===== config.mk =====
export PLATFORM = sky130hd
export DESIGN_NAME = frame_checker_top
export DESIGN_NICKNAME = d
export VERILOG_FILES = /design/src/hdl/frame_check_pkg.sv /design/src/hdl/align_fsm.sv /design/src/hdl/apb_regs.sv /design/src/hdl/error_tracker.sv /design/src/hdl/frame_checker_top.sv /design/src/hdl/period_timer.sv /design/src/hdl/shift_memory.sv
export VERILOG_INCLUDE_DIRS = /design/src /design/src/hdl
export SDC_FILE = /design/constraint.sdc
export NUM_CORES = 2
export LEC_CHECK = 0
export BUFFER_PORTS_ARGS = -buffer_cell sky130_fd_sc_hd__buf_2
export CAP_MARGIN = 20
export CORE_ASPECT_RATIO = 2
export CORE_MARGIN = 2
export CORE_UTILIZATION = 30
export DETAILED_ROUTE_END_ITERATION = 16
export MAX_ROUTING_LAYER = met4
export PLACE_DENSITY = 0.48
export SLEW_MARGIN = 25
export SYNTH_ARGS = -nofsm -noshare
export SYNTH_HDL_FRONTEND = slang
export SYNTH_SLANG_ARGS = --single-unit

===== constraint.sdc =====
create_clock -name i_clock -period 12.3 [get_ports i_clock]
set_input_delay 3.075 -clock i_clock [delete_from_list [all_inputs] [get_ports i_clock]]
set_output_delay 3.075 -clock i_clock [all_outputs]
set_load 0.005 [all_outputs]

===== src/hdl/frame_check_settings.svh =====
`ifndef FRAME_CHECK_SETTINGS_SVH
`define FRAME_CHECK_SETTINGS_SVH

// Enabled blocks compared for each candidate delay.
`define FC_PERIOD_BLOCKS 64

// Candidate delays, which is also the depth of each delay memory.
`define FC_MAX_DELAY 16

// Width of the mismatch counters.
`define FC_ERR_BITS 16

// APB byte offsets of the register bank.
`define FC_ADDR_CONTROL     8'h00
`define FC_ADDR_STATUS      8'h04
`define FC_ADDR_BEST_DELAY  8'h08
`define FC_ADDR_MIN_ERRORS  8'h0C
`define FC_ADDR_LOCK_ERRORS 8'h10

`endif


===== src/hdl/frame_check_pkg.sv =====
package frame_check_pkg;

`include "frame_check_settings.svh"

	// One raw block of the PCS stream.
	typedef logic [63:0] data_t;

	// One control bit per data byte.
	typedef logic [7:0] ctrl_t;

	typedef logic [$clog2(`FC_MAX_DELAY)-1:0] delay_t;

	// Mismatch counts saturate at all ones.
	typedef logic [`FC_ERR_BITS-1:0] err_t;

	typedef enum logic [1:0]
	{
		IDLE,
		SEARCH,
		LOCKED
	} align_state_t;

endpackage


===== src/hdl/align_fsm.sv =====
`include "frame_check_settings.svh"

module align_fsm
(
	input  logic                    i_clock,
	input  logic                    i_reset,
	input  logic                    i_start,
	input  logic                    i_period_end,
	input  frame_check_pkg::delay_t i_best_delay,
	output frame_check_pkg::delay_t o_cur_delay,
	output logic                    o_searching,
	output logic                    o_locked
);
	import frame_check_pkg::*;

	align_state_t state;
	logic         locked_q;

	// Searching drops for the start cycle, so the timer and tracker see a fresh search.
	assign o_searching = (state == SEARCH) && !i_start;
	assign o_locked    = locked_q;

	always_ff @(posedge i_clock)
	begin
		if (i_reset)
		begin
			state       <= IDLE;
			o_cur_delay <= '0;
			locked_q    <= 1'b0;
		end
		else
		begin
			locked_q <= (state == LOCKED) && !i_start;
			if (i_start)
			begin
				state       <= SEARCH;
				o_cur_delay <= '0;
			end
			else
			begin
				case (state)
					SEARCH:
					begin
						if (i_period_end)
						begin
							if (o_cur_delay == delay_t'(`FC_MAX_DELAY - 1))
								state <= LOCKED;
							else
								o_cur_delay <= o_cur_delay + 1'b1;
						end
					end
					LOCKED:
					begin
						// The tracker settles its best delay on the edge that ends the search.
						o_cur_delay <= i_best_delay;
					end
					default:
					begin
						o_cur_delay <= '0;
					end
				endcase
			end
		end
	end

	a_search_lock_exclusive: assert property (@(posedge i_clock) disable iff (i_reset)
		!(o_searching && o_locked));

endmodule


===== src/hdl/apb_regs.sv =====
`include "frame_check_settings.svh"

module apb_regs
(
	input  logic                    i_clock,
	input  logic                    i_reset,
	input  logic                    i_psel,
	input  logic                    i_penable,
	input  logic                    i_pwrite,
	input  logic [7:0]              i_paddr,
	input  logic [31:0]             i_pwdata,
	output logic [31:0]             o_prdata,
	input  logic                    i_searching,
	input  logic                    i_locked,
	input  frame_check_pkg::delay_t i_best_delay,
	input  frame_check_pkg::err_t   i_min_errors,
	input  frame_check_pkg::err_t   i_lock_errors,
	output logic                    o_start,
	output logic                    o_clear_lock
);

	logic access;
	logic wr_access;

	assign access    = i_psel && i_penable; // Zero wait states, so every access phase completes.
	assign wr_access = access && i_pwrite;

	always_ff @(posedge i_clock)
	begin
		if (i_reset)
		begin
			o_start      <= 1'b0;
			o_clear_lock <= 1'b0;
		end
		else
		begin
			o_start      <= wr_access && (i_paddr == `FC_ADDR_CONTROL) && i_pwdata[0];
			o_clear_lock <= wr_access && (i_paddr == `FC_ADDR_LOCK_ERRORS);
		end
	end

	// CONTROL reads back as zero.
	always_comb
	begin
		case (i_paddr)
			`FC_ADDR_STATUS:      o_prdata = {30'd0, i_searching, i_locked};
			`FC_ADDR_BEST_DELAY:  o_prdata = 32'(i_best_delay);
			`FC_ADDR_MIN_ERRORS:  o_prdata = 32'(i_min_errors);
			`FC_ADDR_LOCK_ERRORS: o_prdata = 32'(i_lock_errors);
			default:              o_prdata = 32'd0;
		endcase
	end

	a_penable_needs_psel: assert property (@(posedge i_clock) disable iff (i_reset)
		i_penable |-> i_psel);

endmodule


===== src/hdl/error_tracker.sv =====
module error_tracker
(
	input  logic                    i_clock,
	input  logic                    i_reset,
	input  logic                    i_enable,
	input  logic                    i_searching,
	input  logic                    i_locked,
	input  logic                    i_period_end,
	input  logic                    i_clear_lock,
	input  frame_check_pkg::delay_t i_cur_delay,
	input  frame_check_pkg::data_t  i_rx_data,
	input  frame_check_pkg::data_t  i_tx_delayed_data,
	input  frame_check_pkg::ctrl_t  i_rx_ctrl,
	input  frame_check_pkg::ctrl_t  i_tx_delayed_ctrl,
	output frame_check_pkg::delay_t o_best_delay,
	output frame_check_pkg::err_t   o_min_errors,
	output frame_check_pkg::err_t   o_lock_errors
);
	import frame_check_pkg::*;

	logic mismatch;
	logic searching_q;
	logic search_start;
	err_t period_count;
	err_t period_total;
	err_t min_now;

	assign mismatch     = (i_rx_data != i_tx_delayed_data) || (i_rx_ctrl != i_tx_delayed_ctrl);
	assign search_start = i_searching && !searching_q;
	assign period_total = period_count + err_t'(i_enable && mismatch); // Includes this block.
	assign min_now      = search_start ? '1 : o_min_errors;

	always_ff @(posedge i_clock)
	begin
		if (i_reset)
			searching_q <= 1'b0;
		else
			searching_q <= i_searching;

		if (i_reset || !i_searching || i_period_end)
			period_count <= '0;
		else
			period_count <= period_total;
	end

	// Strictly lower wins, so a tie keeps the earlier delay.
	always_ff @(posedge i_clock)
	begin
		if (i_reset)
		begin
			o_best_delay <= '0;
			o_min_errors <= '1;
		end
		else if (i_searching && i_period_end && (period_total < min_now))
		begin
			o_best_delay <= i_cur_delay;
			o_min_errors <= period_total;
		end
		else if (search_start)
			o_min_errors <= '1;
	end

	always_ff @(posedge i_clock)
	begin
		if (i_reset || i_clear_lock || search_start)
			o_lock_errors <= '0;
		else if (i_locked && i_enable && mismatch && (o_lock_errors != '1))
			o_lock_errors <= o_lock_errors + 1'b1;
	end

endmodule


===== src/hdl/frame_checker_top.sv =====
module frame_checker_top
(
	input  logic                   i_clock,
	input  logic                   i_reset,
	input  logic                   i_enable,
	input  frame_check_pkg::data_t i_tx_data,
	input  frame_check_pkg::ctrl_t i_tx_ctrl,
	input  frame_check_pkg::data_t i_rx_data,
	input  frame_check_pkg::ctrl_t i_rx_ctrl,
	input  logic                   i_psel,
	input  logic                   i_penable,
	input  logic                   i_pwrite,
	input  logic [7:0]             i_paddr,
	input  logic [31:0]            i_pwdata,
	output logic [31:0]            o_prdata
);
	import frame_check_pkg::*;

	logic   start_pulse;
	logic   clear_lock_errors;
	logic   searching;
	logic   locked;
	logic   period_end;
	delay_t cur_delay;
	delay_t best_delay;
	err_t   min_errors;
	err_t   lock_errors;
	data_t  tx_delayed_data;
	ctrl_t  tx_delayed_ctrl;

	shift_memory #(.T_PAYLOAD(data_t)) u_data_memory
	(
		.i_clock (i_clock),
		.i_reset (i_reset),
		.i_enable(i_enable),
		.i_data  (i_tx_data),
		.i_delay (cur_delay),
		.o_data  (tx_delayed_data)
	);

	shift_memory #(.T_PAYLOAD(ctrl_t)) u_ctrl_memory
	(
		.i_clock (i_clock),
		.i_reset (i_reset),
		.i_enable(i_enable),
		.i_data  (i_tx_ctrl),
		.i_delay (cur_delay),
		.o_data  (tx_delayed_ctrl)
	);

	period_timer u_period_timer
	(
		.i_clock     (i_clock),
		.i_reset     (i_reset),
		.i_run       (searching),
		.i_enable    (i_enable),
		.o_period_end(period_end)
	);

	align_fsm u_align_fsm
	(
		.i_clock     (i_clock),
		.i_reset     (i_reset),
		.i_start     (start_pulse),
		.i_period_end(period_end),
		.i_best_delay(best_delay),
		.o_cur_delay (cur_delay),
		.o_searching (searching),
		.o_locked    (locked)
	);

	error_tracker u_error_tracker
	(
		.i_clock          (i_clock),
		.i_reset          (i_reset),
		.i_enable         (i_enable),
		.i_searching      (searching),
		.i_locked         (locked),
		.i_period_end     (period_end),
		.i_clear_lock     (clear_lock_errors),
		.i_cur_delay      (cur_delay),
		.i_rx_data        (i_rx_data),
		.i_tx_delayed_data(tx_delayed_data),
		.i_rx_ctrl        (i_rx_ctrl),
		.i_tx_delayed_ctrl(tx_delayed_ctrl),
		.o_best_delay     (best_delay),
		.o_min_errors     (min_errors),
		.o_lock_errors    (lock_errors)
	);

	apb_regs u_apb_regs
	(
		.i_clock      (i_clock),
		.i_reset      (i_reset),
		.i_psel       (i_psel),
		.i_penable    (i_penable),
		.i_pwrite     (i_pwrite),
		.i_paddr      (i_paddr),
		.i_pwdata     (i_pwdata),
		.o_prdata     (o_prdata),
		.i_searching  (searching),
		.i_locked     (locked),
		.i_best_delay (best_delay),
		.i_min_errors (min_errors),
		.i_lock_errors(lock_errors),
		.o_start      (start_pulse),
		.o_clear_lock (clear_lock_errors)
	);

endmodule


===== src/hdl/period_timer.sv =====
`include "frame_check_settings.svh"

module period_timer
(
	input  logic i_clock,
	input  logic i_reset,
	input  logic i_run,
	input  logic i_enable,
	output logic o_period_end
);

	localparam int CNT_BITS = $clog2(`FC_PERIOD_BLOCKS);

	logic [CNT_BITS-1:0] block_count;

	// High on the enabled block that completes the period.
	assign o_period_end = i_run && i_enable &&
		(block_count == CNT_BITS'(`FC_PERIOD_BLOCKS - 1));

	always_ff @(posedge i_clock)
	begin
		if (i_reset || !i_run)
			block_count <= '0; // A new search always begins on a whole period.
		else if (i_enable)
		begin
			if (o_period_end)
				block_count <= '0;
			else
				block_count <= block_count + 1'b1;
		end
	end

endmodule


===== src/hdl/shift_memory.sv =====
`include "frame_check_settings.svh"

module shift_memory
#(
	parameter type T_PAYLOAD = frame_check_pkg::data_t
)
(
	input  logic                    i_clock,
	input  logic                    i_reset,
	input  logic                    i_enable,
	input  T_PAYLOAD                i_data,
	input  frame_check_pkg::delay_t i_delay,
	output T_PAYLOAD                o_data
);
	import frame_check_pkg::*;

	T_PAYLOAD mem [`FC_MAX_DELAY];
	delay_t   wr_ptr;
	delay_t   rd_ptr;

	// Entry written i_delay blocks ago, wrapping around the ring.
	always_comb
	begin
		if (wr_ptr >= i_delay)
			rd_ptr = wr_ptr - i_delay;
		else
			rd_ptr = delay_t'(wr_ptr + `FC_MAX_DELAY - i_delay);
	end

	assign o_data = (i_delay == '0) ? i_data : mem[rd_ptr]; // Zero delay is the live block.

	always_ff @(posedge i_clock)
	begin
		if (i_reset)
		begin
			wr_ptr <= '0;
			for (int i = 0; i < `FC_MAX_DELAY; i++)
				mem[i] <= '0;
		end
		else if (i_enable)
		begin
			mem[wr_ptr] <= i_data;
			if (wr_ptr == delay_t'(`FC_MAX_DELAY - 1))
				wr_ptr <= '0;
			else
				wr_ptr <= wr_ptr + 1'b1;
		end
	end

endmodule


==> metrics.txt <==
# TYPE chip_impl_metric gauge
chip_impl_metric{name="layout.nets",unit=""} 4356
chip_impl_info{name="status",value="complete, no violations"} 1
chip_impl_metric{name="fp.dieArea",unit="µm²"} 201000
chip_impl_metric{name="yosys_warnings",unit=""} 0
chip_impl_metric{name="seq_power_share",unit="%"} 50.9
chip_impl_metric{name="crit_path_largest_cell_delay",unit="ns"} 0.94
chip_impl_metric{name="internal_power",unit="W"} 0.00687
chip_impl_metric{name="filler_cell_count",unit=""} 19134
chip_impl_metric{name="instances_no_fill",unit=""} 6834
chip_impl_metric{name="cts_post_setup_buffers_inserted",unit=""} 0
chip_impl_metric{name="setup-violations-final",unit=""} 0
chip_impl_metric{name="cts_hold_buf",unit=""} 0
chip_impl_metric{name="cp_data_required_time",unit="ns"} 12.92
chip_impl_info{name="synth_top_flop_cell",value="edfxtp_1"} 1
chip_impl_info{name="reg2reg_to",value="u_error_tracker.o_min_errors[6]"} 1
chip_impl_metric{name="critPathMaxFanout",unit=""} 25
chip_impl_metric{name="initial_core_util",unit="%"} 30.2
chip_impl_metric{name="place.detailed.instances",unit=""} 6563
chip_impl_metric{name="post_synth_instance_area",unit="µm²"} 59200
chip_impl_metric{name="power.share.clock",unit="%"} 37.7
chip_impl_metric{name="antenna_found_initial",unit=""} 77
chip_impl_metric{name="final.setup_skew",unit="ns"} 0.0670
chip_impl_metric{name="worstHoldPathCells",unit=""} 2
chip_impl_metric{name="power.density",unit="nW/µm²"} 141
chip_impl_metric{name="r2r_cells",unit=""} 30
chip_impl_metric{name="yosys.area_share.simple",unit="%"} 16.5
chip_impl_metric{name="final_area",unit="µm²"} 66100
chip_impl_metric{name="via_count",unit=""} 38118
chip_impl_info{name="critPathLaunch",value="u_data_memory.wr_ptr[0]"} 1
chip_impl_metric{name="irDropWorstVdd",unit="mV"} 0.125
chip_impl_metric{name="placed_cell_area",unit="µm²"} 62300
chip_impl_metric{name="reg2reg_slack",unit="ns"} 3.23
chip_impl_metric{name="worstPathBufferInverterCount",unit=""} 6
chip_impl_metric{name="postSynthCellCount",unit=""} 4224
chip_impl_metric{name="wl_per_cell",unit="µm"} 31.6
chip_impl_metric{name="vias_per_cell",unit=""} 5.58
chip_impl_info{name="hold_class",value="flop to flop"} 1
chip_impl_metric{name="yosys.cell_types.count",unit=""} 76
chip_impl_metric{name="globalRouteOverflowTotal",unit=""} 0
chip_impl_metric{name="synth_edf_count",unit=""} 1152
chip_impl_metric{name="ctsResizeCount",unit=""} 0
chip_impl_metric{name="power.leakage",unit="nW"} 27.1
chip_impl_metric{name="average_cell_area_after_synthesis",unit="µm²"} 14.0
chip_impl_metric{name="switching_share",unit="%"} 26.5
chip_impl_metric{name="totalNegativeSetupSlack",unit="ns"} 0
chip_impl_info{name="worst_hold_startpoint",value="u_error_tracker.o_lock_errors[8]"} 1
chip_impl_info{name="start_kind",value="flop"} 1
chip_impl_metric{name="grt_util_all_layers",unit="%"} 21.6
chip_impl_metric{name="synth-adder-area-share",unit="%"} 0.849
chip_impl_metric{name="cts.htree.levels",unit=""} 3
chip_impl_metric{name="cts_made_buffers",unit=""} 112
chip_impl_metric{name="port-buffer-count",unit=""} 174
chip_impl_metric{name="drv_slew",unit=""} 0
chip_impl_info{name="path_delay_family",value="simple AND/OR/NAND/NOR gates"} 1
chip_impl_metric{name="clkSlewWorstSetupHoldPaths",unit="ns"} 0.07
chip_impl_metric{name="clock_sink_count",unit=""} 1228
chip_impl_metric{name="shortest_clock_period_the_worst_path_allows_after_layout",unit="ns"} 9.07
chip_impl_info{name="endpoint_type_of_the_worst_setup_path",value="flop"} 1
chip_impl_metric{name="floorplan.core_area",unit="µm²"} 196000
chip_impl_metric{name="synth.ff_latch_count",unit=""} 1228
chip_impl_metric{name="multi_input_comb_area",unit="µm²"} 21200
chip_impl_info{name="most-common-layout-cells",value="and3_1, edfxtp_1, mux4_2, buf_2, nand2_1"} 1
chip_impl_metric{name="synthToLayoutAreaGrowth",unit="%"} 11.5
chip_impl_info{name="timing_worst_setup_path_type",value="flop to flop"} 1
chip_impl_metric{name="timing.final.hold_violations",unit=""} 0
chip_impl_metric{name="core.rowCount",unit=""} 230
chip_impl_metric{name="async_flop_share",unit="%"} 0
chip_impl_metric{name="post_synth_mux_area_share",unit="%"} 12.6
chip_impl_info{name="regToRegStartpoint",value="u_data_memory.wr_ptr[0]"} 1
chip_impl_metric{name="grt_start_max_net_pins",unit=""} 261
chip_impl_metric{name="p_switching",unit="W"} 0.00247
chip_impl_info{name="mostFrequentLayoutCell",value="and3_1"} 1
chip_impl_metric{name="synth_compound_area_share",unit="%"} 3.24
chip_impl_metric{name="first_global_vias",unit=""} 38605
chip_impl_metric{name="drt_pass1_iterations",unit=""} 5
chip_impl_metric{name="drc_errors",unit=""} 0
chip_impl_metric{name="die_height",unit="µm"} 632
chip_impl_metric{name="max-clock-path-buffers",unit=""} 3
chip_impl_metric{name="power_frac_comb",unit="%"} 11.4
chip_impl_info{name="cts_root_buf",value="clkbuf_16"} 1
chip_impl_info{name="synth_top_family_by_area",value="simple AND/OR/NAND/NOR gates"} 1
chip_impl_metric{name="cp_data_arrival_time",unit="ns"} 9.70
chip_impl_metric{name="detailedRoute.firstIterationViolations",unit=""} 4023
chip_impl_metric{name="fin_total_pwr",unit="W"} 0.00934
chip_impl_metric{name="gp_congestion",unit=""} 0.843
chip_impl_metric{name="seq_area_frac_synth",unit="%"} 61.0
chip_impl_metric{name="design.portCount",unit=""} 222
chip_impl_metric{name="headroom_to_the_max_slew_limit",unit="%"} 19.4
chip_impl_metric{name="synth_xor_xnor_area_share",unit="%"} 1.95
chip_impl_info{name="unrepaired_setup_endpoints_after_global_routing",value="false"} 1
chip_impl_metric{name="dp_hpwl",unit="mm"} 126
chip_impl_metric{name="global_route_wire_length_before_repair",unit="mm"} 302
chip_impl_metric{name="timing.fmax",unit="MHz"} 110
chip_impl_metric{name="insertion_delay",unit="ns"} 0.76
chip_impl_metric{name="seq_area",unit="µm²"} 36100
chip_impl_metric{name="maxCapViolCount",unit=""} 0
chip_impl_metric{name="max_slew.worst_pin.slew",unit="ns"} 1.21
chip_impl_info{name="clock_tree_from_tritoncts",value="built"} 1
chip_impl_info{name="worst_hold_path.endpoint",value="u_error_tracker.o_lock_errors[8]"} 1
chip_impl_metric{name="period_share",unit="%"} 73.8
chip_impl_metric{name="detail-route-antenna-nets",unit=""} 0
chip_impl_metric{name="route.final.wire_length",unit="mm"} 216
chip_impl_info{name="slowest_stage",value="fa_4"} 1
chip_impl_metric{name="drive_gt1_share",unit="%"} 18.6
chip_impl_metric{name="die_w",unit="µm"} 318
## metal layers
layer | global-route usage [%] | vias to the layer above | part of all wire, %
li1 | - | 16294 | -
met1 | 24.7 | 20081 | 38
met2 | 37.4 | 1398 | 51
met3 | 4.27 | 345 | 6.8
met4 | 8.26 | 0 | 4.2
met5 | - | - | 0
## power by group through the flow
stage               combinational (W)  clock [W]  sequential (W)
finish                        0.00106    0.00353         0.00475
global route                  0.00110    0.00371         0.00476
CTS                           0.00108    0.00359         0.00475
detailed placement            0.00107          0         0.00484
global placement              0.00107          0         0.00483
floorplan                    0.000583          0         0.00483
## final cells by class
type                            count  area share [%]
Sequential cell                  1228            54.7
Multi-Input combinational cell   2485            32.1
Tap cell                         2552            4.83
Clock buffer                      149            4.55
Timing Repair Buffer              260            2.58
Clock inverter                     61           0.761
Inverter                           40           0.227
Antenna cell                       59           0.224
## cell families after synthesis
group | count (synthesis)
buffers and inverters | 526
AOI/OAI and AO/OA | 275
other | 1
DFF | 1228
xor gates and xnor gates | 131
and+or+nand+nor | 1647
adders and majority gates | 39
muxes | 377
## worst max path at each step
stage	end	slack, ns	cells after the start
2_1_floorplan	u_error_tracker.o_min_errors[10]	4.75	21
3_3_place_gp	u_error_tracker.o_min_errors[6]	3.16	25
3_5_place_dp	u_error_tracker.o_min_errors[6]	3.07	25
4_1_cts	u_error_tracker.o_min_errors[6]	3.11	30
5_1_grt	u_error_tracker.o_min_errors[8]	2.73	31
6_report	u_error_tracker.o_min_errors[6]	3.23	30
## cell usage after synthesis (15+ instances only)
master	instances	share of area [%]
a22oi_1	18	0.23
dfxtp_1	76	2.6
mux4_2	282	11
or3_1	16	0.17
xnor2_1	72	1.1
o21ai_0	38	0.32
a31oi_1	23	0.24
nor2_1	73	0.46
nand4_1	55	0.58
buf_2	47	0.40
a22o_1	19	0.28
and2_1	16	0.17
buf_4	38	0.48
nand2_1	125	0.79
inv_1	40	0.25
ha_1	37	0.78
mux2i_1	70	1.2
nor3_1	34	0.29
xor2_1	58	0.86
mux2_2	17	0.32
a211oi_1	27	0.34
nor4_1	15	0.16
clkbuf_1	378	2.4
a21o_1	40	0.51
edfxtp_1	1152	58
a21oi_1	37	0.31
nand3_1	57	0.48
and3_1	1194	13
## registers in the layout (all words and copies together), names as in the netlist
signal,flops
u_align_fsm.o_cur_delay,4
u_error_tracker.searching_q,1
u_error_tracker.o_min_errors,16
u_error_tracker.o_best_delay,4
u_apb_regs.o_start,1
u_data_memory.wr_ptr,4
u_ctrl_memory.mem,128
u_align_fsm.state,2
u_data_memory.mem,1024
u_apb_regs.o_clear_lock,1
u_error_tracker.period_count,16
u_ctrl_memory.wr_ptr,4
u_period_timer.block_count,6
u_align_fsm.o_locked,1
u_error_tracker.o_lock_errors,16
## per-stage QoR
| step | util, % | worst slack [ns] | hold WS [ns] |
|---|---|---|---|
| finish | 33.7 | 3.23 | 0.484 |
| CTS | 33.6 | 3.11 | 0.491 |
| detailed placement | 31.8 | 3.07 | 0.481 |
| global route | 33.6 | 2.73 | 0.520 |
| floorplan | - | 4.75 | 0.452 |
| global placement | 31.8 | 3.16 | 0.468 |
## tightest hold or removal path, cell delays in order, from the launching register on
cell,delay (ns)
dfxtp_1,0.33
nand2_1,0.06
mux2i_1,0.05
Note: power is estimated with default switching activity, not from simulation.
